**src/logic/adc_acq_defs.svh**
```systemverilog
`ifndef ADC_ACQ_DEFS_SVH
`define ADC_ACQ_DEFS_SVH

// flops in each enable and trigger synchronizer chain
`define ADC_ACQ_SYNC_STAGES 4

// data words per waveform, one count per fill type
`define ADC_ACQ_BURSTS_T1 2
`define ADC_ACQ_BURSTS_T2 4
`define ADC_ACQ_BURSTS_T3 8

// word FIFO ahead of the wishbone master, power of two
`define ADC_ACQ_FIFO_DEPTH 16

// tags in bits 127:112 of header and checksum words
`define ADC_ACQ_FILL_MARK 16'hF111
`define ADC_ACQ_WFM_MARK  16'hA0A0
`define ADC_ACQ_CSUM_MARK 16'hC5C5

`endif

```
**src/logic/adc_acq_pkg.sv**
```systemverilog
`default_nettype none

package adc_acq_pkg;

    // one adc sample
    typedef logic [11:0] sample_t;
    // two samples, each in the low 12 bits of a 16-bit lane
    typedef logic [31:0] sample_pair_t;
    // one stored word, four pairs or a header
    typedef logic [127:0] acq_word_t;
    // wishbone word address
    typedef logic [23:0] wb_addr_t;
    // the two enable bits
    typedef logic [1:0] fill_type_t;
    typedef logic [7:0] wfm_count_t;
    typedef logic [7:0] burst_count_t;
    typedef logic [15:0] fill_num_t;
    typedef logic [31:0] checksum_t;

    // acquisition sequence
    typedef enum logic [4:0] {
        IDLE, WATCH_FOR_TRIG, FILL_INIT1, FILL_INIT2,
        WAVEFORM_INIT1, WAVEFORM_INIT2, WAVEFORM_INIT3,
        RUN1, RUN2, RUN3, RUN4, WAVEFORM_TST,
        CHECKSUM1, CHECKSUM2, DDR3_WAIT, DONE
    } acq_state_t;

    // wishbone write master
    typedef enum logic {WR_IDLE, WR_CYCLE} wr_state_t;

endpackage

`default_nettype wire

```
**src/logic/adc_acq_ctrl_if.sv**
```systemverilog
`timescale 1ns/1ps
`default_nettype none

interface adc_acq_ctrl_if import adc_acq_pkg::*; ();

    // strobes from the state machine
    logic fill_init;
    logic wfm_init;
    logic sample_en;
    logic fill_hdr_sel;
    logic wfm_hdr_sel;
    logic dat_sel;
    logic csum_sel;
    logic word_valid;
    logic burst_en;
    logic wfm_en;
    logic fill_en;

    // counter status back to the state machine and packer
    logic burst_zero;
    logic last_waveform;
    fill_num_t fill_num;
    wfm_count_t wfm_idx;

    modport sm (
        output fill_init, wfm_init, sample_en, fill_hdr_sel, wfm_hdr_sel, dat_sel,
        output csum_sel, word_valid, burst_en, wfm_en, fill_en,
        input burst_zero, last_waveform
    );
    modport counters (
        input fill_init, wfm_init, burst_en, wfm_en, fill_en,
        output burst_zero, last_waveform, fill_num, wfm_idx
    );
    modport packer (
        input fill_init, wfm_init, sample_en, fill_hdr_sel, wfm_hdr_sel, dat_sel,
        input csum_sel, word_valid, fill_num, wfm_idx
    );

endinterface

`default_nettype wire

```
**src/logic/adc_acq_sm.sv**
```systemverilog
`timescale 1ns/1ps
`include "adc_acq_defs.svh"
`default_nettype none

module adc_acq_sm import adc_acq_pkg::*; (
    input  logic       clk,
    input  logic       adc_acq_full_reset,
    input  logic       acq_enable0,
    input  logic       acq_enable1,
    input  logic       acq_trig,
    input  logic       wr_idle,
    output fill_type_t fill_type,
    output logic       acq_enabled,
    output logic       acq_done,
    output logic       sm_idle,
    adc_acq_ctrl_if.sm ctrl
);

    localparam int SYNC = `ADC_ACQ_SYNC_STAGES;

    // synchronizer chains, raw input enters at bit 0
    logic [SYNC-1:0] en0_sync;
    logic [SYNC-1:0] en1_sync;
    logic [SYNC-1:0] trig_sync;
    // armed whenever either enable bit is set
    logic armed;
    logic trig;
    acq_state_t state;
    acq_state_t next_state;

    assign trig = trig_sync[SYNC-1];

    always_ff @(posedge clk) begin
        if (adc_acq_full_reset) begin
            en0_sync  <= '0;
            en1_sync  <= '0;
            trig_sync <= '0;
            armed     <= 1'b0;
            fill_type <= '0;
        end else begin
            en0_sync  <= {en0_sync[SYNC-2:0], acq_enable0};
            en1_sync  <= {en1_sync[SYNC-2:0], acq_enable1};
            trig_sync <= {trig_sync[SYNC-2:0], acq_trig};
            armed     <= en0_sync[SYNC-1] | en1_sync[SYNC-1];
            // fill type is the enable pair itself
            fill_type <= {en1_sync[SYNC-1], en0_sync[SYNC-1]};
        end
    end

    always_ff @(posedge clk) begin
        if (adc_acq_full_reset) begin
            state <= IDLE;
        end else begin
            state <= next_state;
        end
    end

    always_comb begin
        next_state = state;
        unique case (state)
            IDLE: begin
                if (armed)
                    next_state = WATCH_FOR_TRIG;
            end
            // wait armed for a trigger, drop back if disarmed
            WATCH_FOR_TRIG: begin
                if (!armed)
                    next_state = IDLE;
                else if (trig)
                    next_state = FILL_INIT1;
            end
            FILL_INIT1:     next_state = FILL_INIT2;
            FILL_INIT2:     next_state = WAVEFORM_INIT1;
            WAVEFORM_INIT1: next_state = WAVEFORM_INIT2;
            WAVEFORM_INIT2: next_state = WAVEFORM_INIT3;
            WAVEFORM_INIT3: next_state = RUN1;
            RUN1:           next_state = RUN2;
            RUN2:           next_state = RUN3;
            RUN3:           next_state = RUN4;
            // loop bursts until the burst counter runs out
            RUN4: begin
                next_state = ctrl.burst_zero ? WAVEFORM_TST : RUN1;
            end
            WAVEFORM_TST: begin
                next_state = ctrl.last_waveform ? CHECKSUM1 : WAVEFORM_INIT1;
            end
            CHECKSUM1:      next_state = CHECKSUM2;
            CHECKSUM2:      next_state = DDR3_WAIT;
            // writer must drain every word before done
            DDR3_WAIT: begin
                if (wr_idle)
                    next_state = DONE;
            end
            // hold until trigger or arming goes away, no retrigger
            DONE: begin
                if (!(armed && trig))
                    next_state = IDLE;
            end
            default:        next_state = IDLE;
        endcase
    end

    // outputs registered from the next state, valid on state entry
    always_ff @(posedge clk) begin
        ctrl.fill_init    <= 1'b0;
        ctrl.wfm_init     <= 1'b0;
        ctrl.sample_en    <= 1'b0;
        ctrl.fill_hdr_sel <= 1'b0;
        ctrl.wfm_hdr_sel  <= 1'b0;
        ctrl.dat_sel      <= 1'b0;
        ctrl.csum_sel     <= 1'b0;
        ctrl.word_valid   <= 1'b0;
        ctrl.burst_en     <= 1'b0;
        ctrl.wfm_en       <= 1'b0;
        ctrl.fill_en      <= 1'b0;
        acq_enabled       <= 1'b0;
        acq_done          <= 1'b0;
        sm_idle           <= 1'b0;
        if (adc_acq_full_reset) begin
            sm_idle <= 1'b1;
        end else begin
            acq_enabled <= !(next_state inside {IDLE, WATCH_FOR_TRIG});
            // data word leaves the cycle after RUN4
            ctrl.word_valid <= (state == RUN4);
            unique case (next_state)
                IDLE: sm_idle <= 1'b1;
                FILL_INIT1: begin
                    ctrl.fill_init    <= 1'b1;
                    ctrl.fill_hdr_sel <= 1'b1;
                end
                FILL_INIT2: ctrl.word_valid <= 1'b1;
                WAVEFORM_INIT1: begin
                    ctrl.wfm_init <= 1'b1;
                    // step the index only between waveforms
                    ctrl.wfm_en   <= (state == WAVEFORM_TST);
                end
                WAVEFORM_INIT2: ctrl.wfm_hdr_sel <= 1'b1;
                WAVEFORM_INIT3: ctrl.word_valid <= 1'b1;
                RUN1: begin
                    ctrl.sample_en <= 1'b1;
                    ctrl.burst_en  <= 1'b1;
                end
                RUN2, RUN3: ctrl.sample_en <= 1'b1;
                // last pair of the word goes straight into the mux
                RUN4: begin
                    ctrl.sample_en <= 1'b1;
                    ctrl.dat_sel   <= 1'b1;
                end
                CHECKSUM1: ctrl.csum_sel <= 1'b1;
                CHECKSUM2: begin
                    ctrl.word_valid <= 1'b1;
                    ctrl.fill_en    <= 1'b1;
                end
                DONE: acq_done <= 1'b1;
                default: ;
            endcase
        end
    end

endmodule

`default_nettype wire

```
**src/logic/adc_acq_counters.sv**
```systemverilog
`timescale 1ns/1ps
`include "adc_acq_defs.svh"
`default_nettype none

module adc_acq_counters import adc_acq_pkg::*; (
    input  logic             clk,
    input  logic             adc_acq_full_reset,
    input  fill_type_t       fill_type,
    input  wfm_count_t       num_waveforms,
    adc_acq_ctrl_if.counters ctrl
);

    // fill type held for the whole fill
    fill_type_t fill_type_q;
    burst_count_t burst_cnt;
    burst_count_t burst_load;

    // bursts per waveform for the latched type
    always_comb begin
        unique case (fill_type_q)
            2'd2:    burst_load = burst_count_t'(`ADC_ACQ_BURSTS_T2);
            2'd3:    burst_load = burst_count_t'(`ADC_ACQ_BURSTS_T3);
            default: burst_load = burst_count_t'(`ADC_ACQ_BURSTS_T1);
        endcase
    end

    always_ff @(posedge clk) begin
        if (adc_acq_full_reset) begin
            fill_type_q   <= '0;
            burst_cnt     <= '0;
            ctrl.wfm_idx  <= '0;
            ctrl.fill_num <= '0;
        end else begin
            if (ctrl.fill_init)
                fill_type_q <= fill_type;
            // burst count loads per waveform, drops once per word
            if (ctrl.wfm_init)
                burst_cnt <= burst_load;
            else if (ctrl.burst_en && burst_cnt != '0)
                burst_cnt <= burst_cnt - 8'd1;
            // waveform index restarts each fill
            if (ctrl.fill_init)
                ctrl.wfm_idx <= '0;
            else if (ctrl.wfm_en)
                ctrl.wfm_idx <= ctrl.wfm_idx + 8'd1;
            // fills since reset, bumped as the checksum is sent
            if (ctrl.fill_en)
                ctrl.fill_num <= ctrl.fill_num + 16'd1;
        end
    end

    assign ctrl.burst_zero = (burst_cnt == '0);
    // a count of 0 wraps and means 256 waveforms
    assign ctrl.last_waveform = ((ctrl.wfm_idx + 8'd1) == num_waveforms);

endmodule

`default_nettype wire

```
**src/logic/adc_acq_packer.sv**
```systemverilog
`timescale 1ns/1ps
`include "adc_acq_defs.svh"
`default_nettype none

module adc_acq_packer import adc_acq_pkg::*; (
    input  logic           clk,
    input  logic           adc_acq_full_reset,
    input  sample_pair_t   adc_samples,
    input  logic           use_dummy,
    input  logic           dummy_dat_reset_mode,
    input  fill_type_t     fill_type,
    input  wfm_count_t     num_waveforms,
    adc_acq_ctrl_if.packer ctrl,
    output acq_word_t      acq_word,
    output logic           word_valid
);

    // dummy ramp, one step per sample
    sample_t ramp_q;
    sample_t ramp_next;
    sample_pair_t live_pair;
    sample_pair_t dummy_pair;
    sample_pair_t pair;
    // three earlier pairs of the word, oldest in the low bits
    logic [95:0] data_sr;
    checksum_t checksum;

    assign ramp_next = ramp_q + 12'd1;
    // keep only the 12 sample bits of each lane
    assign live_pair  = {4'h0, adc_samples[27:16], 4'h0, adc_samples[11:0]};
    // low lane carries the earlier sample
    assign dummy_pair = {4'h0, ramp_next, 4'h0, ramp_q};
    assign pair       = use_dummy ? dummy_pair : live_pair;

    always_ff @(posedge clk) begin
        if (adc_acq_full_reset) begin
            ramp_q   <= '0;
            checksum <= '0;
        end else begin
            if (ctrl.wfm_init && dummy_dat_reset_mode)
                ramp_q <= '0;
            else if (ctrl.sample_en)
                ramp_q <= ramp_q + 12'd2;
            // checksum sums every data pair of the fill
            if (ctrl.fill_init)
                checksum <= '0;
            else if (ctrl.sample_en)
                checksum <= checksum + pair;
        end
    end

    always_ff @(posedge clk) begin
        if (ctrl.sample_en)
            data_sr <= {pair, data_sr[95:32]};
    end

    // word register, loaded on a select and held until the next
    always_ff @(posedge clk) begin
        if (ctrl.fill_hdr_sel) begin
            acq_word <= {`ADC_ACQ_FILL_MARK, 6'd0, fill_type, ctrl.fill_num,
                         num_waveforms, 80'd0};
        end else if (ctrl.wfm_hdr_sel) begin
            acq_word <= {`ADC_ACQ_WFM_MARK, ctrl.fill_num, ctrl.wfm_idx, 88'd0};
        end else if (ctrl.dat_sel) begin
            // fourth pair joins the word in the same cycle
            acq_word <= {pair, data_sr};
        end else if (ctrl.csum_sel) begin
            acq_word <= {`ADC_ACQ_CSUM_MARK, 80'd0, checksum};
        end
    end

    // valid lines up one cycle after the word register
    always_ff @(posedge clk) begin
        if (adc_acq_full_reset)
            word_valid <= 1'b0;
        else
            word_valid <= ctrl.word_valid;
    end

endmodule

`default_nettype wire

```
**src/logic/adc_acq_wb_writer.sv**
```systemverilog
`timescale 1ns/1ps
`include "adc_acq_defs.svh"
`default_nettype none

module adc_acq_wb_writer import adc_acq_pkg::*; (
    input  logic        clk,
    input  logic        adc_acq_full_reset,
    input  acq_word_t   acq_word,
    input  logic        word_valid,
    input  logic        wb_ack,
    output logic        wb_cyc,
    output logic        wb_stb,
    output logic        wb_we,
    output wb_addr_t    wb_adr,
    output acq_word_t   wb_wdata,
    output logic [15:0] wb_sel,
    output logic        wr_idle,
    output logic        fifo_overflow
);

    localparam int DEPTH = `ADC_ACQ_FIFO_DEPTH;
    localparam int PTR_W = $clog2(DEPTH);

    acq_word_t mem [DEPTH];
    logic [PTR_W-1:0] wr_ptr;
    logic [PTR_W-1:0] rd_ptr;
    logic [PTR_W:0] count;
    logic full;
    logic push;
    logic pop;
    wr_state_t state;

    assign full = (count == (PTR_W+1)'(DEPTH));
    // words arriving on a full FIFO are lost
    assign push = word_valid && !full;
    assign pop  = (state == WR_CYCLE) && wb_ack;

    always_ff @(posedge clk) begin
        if (push)
            mem[wr_ptr] <= acq_word;
    end

    always_ff @(posedge clk) begin
        if (adc_acq_full_reset) begin
            wr_ptr        <= '0;
            rd_ptr        <= '0;
            count         <= '0;
            state         <= WR_IDLE;
            wb_adr        <= '0;
            fifo_overflow <= 1'b0;
        end else begin
            if (push)
                wr_ptr <= wr_ptr + 1'b1;
            if (pop)
                rd_ptr <= rd_ptr + 1'b1;
            count <= count + (PTR_W+1)'(push) - (PTR_W+1)'(pop);
            // sticky until reset
            if (word_valid && full)
                fifo_overflow <= 1'b1;
            // idle always lasts a cycle between words
            unique case (state)
                WR_IDLE: begin
                    if (count != '0)
                        state <= WR_CYCLE;
                end
                WR_CYCLE: begin
                    if (wb_ack) begin
                        state  <= WR_IDLE;
                        wb_adr <= wb_adr + 24'd1;
                    end
                end
                default: state <= WR_IDLE;
            endcase
        end
    end

    // cycle signals follow the state, data is the FIFO head
    assign wb_cyc   = (state == WR_CYCLE);
    assign wb_stb   = (state == WR_CYCLE);
    assign wb_we    = (state == WR_CYCLE);
    assign wb_wdata = mem[rd_ptr];
    assign wb_sel   = '1;
    // an incoming word still counts as pending work
    assign wr_idle  = (count == '0) && (state == WR_IDLE) && !word_valid;

endmodule

`default_nettype wire

```
**src/logic/adc_acq_top.sv**
```systemverilog
`timescale 1ns/1ps
`default_nettype none

module adc_acq_top import adc_acq_pkg::*; (
    input  logic         clk,
    input  logic         adc_acq_full_reset,
    input  logic         acq_enable0,
    input  logic         acq_enable1,
    input  logic         acq_trig,
    input  sample_pair_t adc_samples,
    input  logic         use_dummy,
    input  logic         dummy_dat_reset_mode,
    input  wfm_count_t   num_waveforms,
    input  logic         wb_ack,
    output logic         wb_cyc,
    output logic         wb_stb,
    output logic         wb_we,
    output wb_addr_t     wb_adr,
    output acq_word_t    wb_wdata,
    output logic [15:0]  wb_sel,
    output logic         acq_enabled,
    output logic         acq_done,
    output logic         sm_idle,
    output logic         fifo_overflow
);

    fill_type_t fill_type;
    acq_word_t acq_word;
    logic word_valid;
    logic wr_idle;

    // strobes and counter status between sm, counters and packer
    adc_acq_ctrl_if ctrl ();

    adc_acq_sm sm_inst (
        .clk, .adc_acq_full_reset, .acq_enable0, .acq_enable1, .acq_trig,
        .wr_idle, .fill_type, .acq_enabled, .acq_done, .sm_idle,
        .ctrl(ctrl.sm)
    );

    adc_acq_counters counters_inst (
        .clk, .adc_acq_full_reset, .fill_type, .num_waveforms,
        .ctrl(ctrl.counters)
    );

    adc_acq_packer packer_inst (
        .clk, .adc_acq_full_reset, .adc_samples, .use_dummy, .dummy_dat_reset_mode,
        .fill_type, .num_waveforms, .ctrl(ctrl.packer), .acq_word, .word_valid
    );

    // FIFO and wishbone master toward memory
    adc_acq_wb_writer wb_writer_inst (
        .clk, .adc_acq_full_reset, .acq_word, .word_valid, .wb_ack,
        .wb_cyc, .wb_stb, .wb_we, .wb_adr, .wb_wdata, .wb_sel,
        .wr_idle, .fifo_overflow
    );

endmodule

`default_nettype wire

```
**config.mk**
```make
export PLATFORM = sky130hd
export DESIGN_NAME = adc_acq_top
export DESIGN_NICKNAME = d
export VERILOG_FILES = /design/src/logic/adc_acq_pkg.sv /design/src/logic/adc_acq_ctrl_if.sv /design/src/logic/adc_acq_sm.sv /design/src/logic/adc_acq_counters.sv /design/src/logic/adc_acq_packer.sv /design/src/logic/adc_acq_wb_writer.sv /design/src/logic/adc_acq_top.sv
export VERILOG_INCLUDE_DIRS = /design/src /design/src/logic
export SDC_FILE = /design/constraint.sdc
export NUM_CORES = 2
export LEC_CHECK = 0
export BUFFER_PORTS_ARGS = -buffer_cell sky130_fd_sc_hd__clkbuf_2
export CAP_MARGIN = 20
export CORE_MARGIN = 3
export CORE_UTILIZATION = 43
export CTS_CLUSTER_DIAMETER = 100
export DETAILED_ROUTE_END_ITERATION = 10
export SKIP_CTS_REPAIR_TIMING = 1
export SKIP_LAST_GASP = 1
export SLEW_MARGIN = 15
export SYNTH_ARGS = -nofsm -noshare
export SYNTH_HDL_FRONTEND = slang
export SYNTH_SLANG_ARGS = --single-unit
```
**constraint.sdc**
```tcl
create_clock -name clk -period 16.9 [get_ports clk]
set_input_delay 3.38 -clock clk [delete_from_list [all_inputs] [get_ports clk]]
set_output_delay 3.38 -clock clk [all_outputs]
set_load 0.05 [all_outputs]
```
== Word-level counts from Yosys, hierarchy flattened ==
Memory sizes are Yosys's and may differ from the RTL's. A register that Yosys moved wholly into a read port is not among the register bits.
Index checks and enable logic that the tools add are counted.

* Register bits: 375
* RAM bits: 2048
* Input port bits: 48
* Output and inout port bits: 175
* Logic and storage cells: 146
* Memories kept: 1

{| class="wikitable"
|+ Memory list
! name !! depth !! width !! rd ports !! clocked after memory_dff !! write ports !! line !! source
|-
| wb_writer_inst.mem || 16 || 128 || 1 || 1 || 1 || adc_acq_wb_writer.sv:24 || <nowiki>acq_word_t mem [DEPTH];</nowiki>
|}

* $add $sub $neg: 11
* Eq/ne operators: 32
* Mux-type cells: 34
* Bitwise gates (word level): 3
* Reduce and logical (&&, ||, !) cells: 29

{| class="wikitable"
|+ Operator list
! cell !! number
|-
| 128-bit two-way mux || 2
|-
| 127-bit two-way mux || 1
|-
| 106-bit two-way mux || 1
|-
| 5-bit one-hot mux with 16 select lines || 1
|-
| 5-bit by 4-bit equality test with 1-bit output (second input constant) || 14
|-
| 5-bit by 3-bit equality test with 1-bit output (second input constant) || 8
|-
| 32-bit adder || 1
|-
| 28-bit two-way mux || 1
|-
| 5-bit two-way mux || 5
|-
| 24-bit by 1-bit adder with 24-bit output (second input constant) || 1
|-
| 5-bit by 2-bit equality test with 1-bit output (second input constant) || 4
|-
| 16-bit by 1-bit adder with 16-bit output (second input constant) || 1
|-
| 4-bit two-way mux || 4
|-
| 8-bit two-way mux || 2
|-
| 5-bit logical NOT || 3
|-
| 1-bit two-way mux || 15
|-
| 12-bit by 1-bit adder with 12-bit output (second input constant) || 1
|-
| 12-bit by 2-bit adder with 12-bit output (second input constant) || 1
|-
| 5-bit by 1-bit equality test with 1-bit output (second input constant) || 2
|-
| 4-bit by 1-bit adder with 4-bit output (second input constant) || 2
|-
| 8-bit by 1-bit adder with 8-bit output (second input constant) || 1
|-
| 8-bit equality test || 1
|-
| 1-bit logical AND || 8
|-
| 8-bit logical NOT || 1
|-
| 19 further kinds || 28
|}

== Longest topological paths before layout ==
* Word-level depth: 8
* Depth in mapped cells: 12
* Depth with buffers taken out: 11

== Modules after synthesis ==
From an unflattened synthesis, not the netlist that was laid out.

* Cell total of the unflattened synthesis: 4584
* Area, all modules: 92500.0 um^2

{| class="wikitable"
|+ By module, submodules not included
! module !! instances !! cells an instance !! area each (um^2) !! seq. area each (um^2)
|-
| adc_acq_wb_writer || 1 || 3290 || 79247.3 || 62359.8
|-
| adc_acq_packer || 1 || 963 || 10167.3 || 5625.4
|-
| adc_acq_counters || 1 || 205 || 1774.2 || 680.7
|-
| adc_acq_sm || 1 || 126 || 1311.3 || 660.6
|}

== Worst setup path before layout ==
Ideal clock, no wire load.

* Kind: register to register
* Start: register wb_writer_inst.count[2]
* End: memory wb_writer_inst.mem[3][0] in the netlist's numbering (enable)
* Library setup time: 0.734 ns
* Data arrival time: 9.187 ns
* Data required time: 16.166 ns
* Slack: 6.980 ns
* Stages on the path, launching flop included: 6
* Buffers on the path: 0
* Clock period less this slack: 9.920 ns
* Cell sequence: dfxtp_1 -> inv_1 -> ha_1 -> a31oi_1 -> nand2_1 -> nor3_1

* Longest elaborated chain between the ends: 5

{| class="wikitable"
|+ RTL lines
! item !! line !! source
|-
| start: declaration || adc_acq_wb_writer.sv:27 || <nowiki>logic [PTR_W:0] count;</nowiki>
|-
| start signal: assignment || adc_acq_wb_writer.sv:56 || <nowiki>count <= count + (PTR_W+1)'(push) - (PTR_W+1)'(pop);</nowiki>
|-
| 5-bit equality test || adc_acq_wb_writer.sv:33 || <nowiki>assign full = (count == (PTR_W+1)'(DEPTH));</nowiki>
|-
| 1-bit logical NOT || adc_acq_wb_writer.sv:35 || <nowiki>assign push = word_valid && !full;</nowiki>
|-
| 1-bit logical AND || adc_acq_wb_writer.sv:35 ||
|-
| named net wb_writer_inst.push || adc_acq_wb_writer.sv:29 || <nowiki>logic push;</nowiki>
|-
| 1-bit two-way mux || adc_acq_wb_writer.sv:39 || <nowiki>if (push)</nowiki>
|-
| 1-bit two-way mux (implied by the code) || adc_acq_wb_writer.sv:40 || <nowiki>mem[wr_ptr] <= acq_word;</nowiki>
|-
| end: declaration || adc_acq_wb_writer.sv:24 ||
|}

The timed path passes the listed nets, and every way through them passes these cells.

==> out/qor.csv <==
metric,value,unit
Comb power frac,8.7,%
gr ovfl total,0,
Slew Limit Headroom,19.2,%
Tmin final,8840,ps
"reg-to-reg slack, setup",12550,ps
Metal-1 WL,85800,um
setup tns final,0,ps
Synth cell types,72,
Synth warnings,0,
r2r endpoint,wb_writer_inst.mem[15][28],
largest net degree at the start of global routing,138,
internal power,8.93,mW
Lkg Pwr,29.7,nW
CTS tree,yes,
clock power share,40.5,%
first-iteration detailed-routing DRC count,4000,
Fin. Hold Viols,0,
gr usage total,20.3,%
maximum VDD drop,89.6,uV
Sequential Power Share,50.8,%
max-cap viol count,0,
Final ANT Viol Nets,0,
"commonest non-fill, non-tap cell in the layout",edfxtp_1,
Site Rows,161,
CTS H-tree lvls,4,
CP top delay family,buffers and inverters,
Clock Skew,45.7,ps
R2R Path Start,packer_inst.word_valid,
Die Area,201000,um^2
kind of critical path,reg2out,
clock-pin slew on the worst setup and hold paths,60,ps
Critical Path Sink Type,output pin,
Post-Syn Area,84100,um^2
min-delay src,packer_inst.data_sr[20],
cells after synthesis,4059,
worst skew pair latency,860,ps
total CTS buffers,216,
Top Metal Used,met4,
pwr dens,122,nW/um^2
dpl cells,6726,
slew at the pin closest to its max-slew limit,1200,ps
RSZ-0062 raised after global routing,no,
Crit path top cell by count,buf_4,
Critical Path RT,13520,ps
CTS max path bufs,3,
Fillers,15537,
CP max FO,40,
crit path max-delay cell type,dfxtp_4,
Starting Density,43.5,%
drt pass-1 iters,5,
Worst path max stage delay,890,ps
first-pass GRT wire length,294000,um
Crit path buffers/inverters,4,
Vias,40512,
number of buffers added on ports,186,
worst path arrival time,5460,ps
status,"finished, final reports clean",
Net Sw Frac,23.2,%
final worst-path cycle share,52.3,%
critical path launch point type,flip-flop,
switching power total,2.69,mW
vias in the first global route,41208,
dpl ws,8690,ps
GP Congestion,0.864,
layout cells sized above 1,26.3,%
final core occ,49.2,%
clk root buf,clkbuf_16,
Via density,5.68,
I/O pins,223,
Min-Delay Endpoint,packer_inst.acq_word[20],
Hold WS,452,ps
Fmax,0.113,GHz
HPWL after detailed placement,109000,um
sequential area share after synthesis,75.6,%
"Net count, final",4428,
Post-synth EDFFs,1954,
WL final,202000,um
Post-Syn Area per Cell,20.7,um^2
die width,448,um
DR WL/cell,28.3,um
Setup Viol. Count Final,0,
die height,448,um
routed length on met2,100000,um
fin cells,7135,
Synth async-reset ratio,0,%
Clock Sinks,2198,
area added between synthesis and finish,13.2,%
final worst setup slack,8060,ps
Worst Hold Depth,2,
DRC viols,0,
most frequent cells in the layout,"edfxtp_1 (1954), mux4_2 (580), dfxtp_1 (236), clkbuf_16 (217), nor2_1 (196)",
HP Class,reg2reg,
fin. max-slew vios,0,
"Primary FF master, synth",edfxtp_1,
met3 WL,11000,um
Reg2Reg Depth,6,
initial antenna violation count,8,
Core Region,194000,um^2
Seq cells post-synth,2198,
CP Cell Sequence,"buf_4, buf_4, buf_4, mux4_2, mux4_2, clkbuf_2",
==> worst max-delay path by stage <==
stage,depth (start not counted),slack [ps],endpoint
global route,6,7520,wb_wdata[102]
finish,6,8060,wb_wdata[86]
floorplan,5,6980,wb_writer_inst.mem[3][0]
detailed placement,6,8690,wb_wdata[102]
CTS,6,7750,wb_wdata[102]
global placement,6,8680,wb_wdata[102]
==> power by group through the flow <==
stage / combinational, mW / clock (mW) / sequential [mW]
global placement: 1.03 / 0 / 6.02
detailed placement: 1.03 / 0 / 6.02
CTS: 1.03 / 4.80 / 5.91
floorplan: 0.823 / 0 / 6.00
global route: 1.08 / 5.01 / 5.91
finish: 1.01 / 4.71 / 5.91
==> state kept, by name (all words and copies together) (netlist names), 2 cells and up, named ones only <==
signal                       flops
wb_writer_inst.mem            1856
packer_inst.acq_word           116
packer_inst.data_sr             72
packer_inst.checksum            32
wb_writer_inst.wb_adr           24
counters_inst.ctrl.fill_num     16
packer_inst.ramp_q              11
counters_inst.burst_cnt          8
counters_inst.ctrl.wfm_idx       8
sm_inst.state                    5
wb_writer_inst.count             5
sm_inst.en0_sync                 4
sm_inst.en1_sync                 4
sm_inst.trig_sync                4
wb_writer_inst.rd_ptr            4
wb_writer_inst.wr_ptr            4
counters_inst.fill_type_q        2
sm_inst.fill_type                2
==> cells in the mapped netlist (all sizes together), types with 35 or more instances <==
library cell	n	area (um^2)
mux2i	47	470
edfxtp	1954	58700
a21oi	72	360
dfxtp	244	4880
nand3	36	180
xor2	59	517
nor3	35	175
nor2	209	785
inv	54	203
a22o	50	438
buf	105	592
mux4	580	13100
ha	41	513
clkbuf	130	489
nand2	106	398
o21ai	74	370
==> worst min-delay path: stages (launching register included) <==
cell and delay, ps:
edfxtp_1 320, a21oi_1 60, nor2_1 70
==> per-stage QoR <==
stage | total power, mW | cell area [um^2]
after floorplan | 6.82 | 84200
after global placement | 7.05 | 88200
after detailed placement | 7.06 | 88200
after CTS | 11.7 | 95200
after global routing | 12.0 | 95200
final | 11.6 | 95200
==> logic make-up after synthesis <==
logic type | after synthesis | synth area share, %
compound gates | 292 | 2.31
other cells | 2 | 0.00893
mux | 628 | 16.1
flops | 2198 | 75.6
simple gates | 513 | 2.87
fa+ha+maj | 44 | 0.669
buf+inv | 291 | 1.53
xor+xnor | 91 | 0.947
==> routing by layer <==
layer | vias up | GRT usage (%)
met5 | - | 0
met4 | 0 | 5.93
li1 | 17157 | -
met3 | 273 | 2.78
met2 | 1281 | 33.3
met1 | 21801 | 28.5
==> area by class of cell <==
cell class	count	area, um^2	share of cell area (%)
multi-input cells	1597	19500	20.5
repair buffers	268	1670	1.75
flip-flops and latches	2198	63600	66.8
clock buffers	281	5710	6.00
diodes	5	12.5	0.0131
inverters	56	210	0.221
well taps	2608	3260	3.43
clock inverters	122	1290	1.36
(Power assumes the default switching activity.)
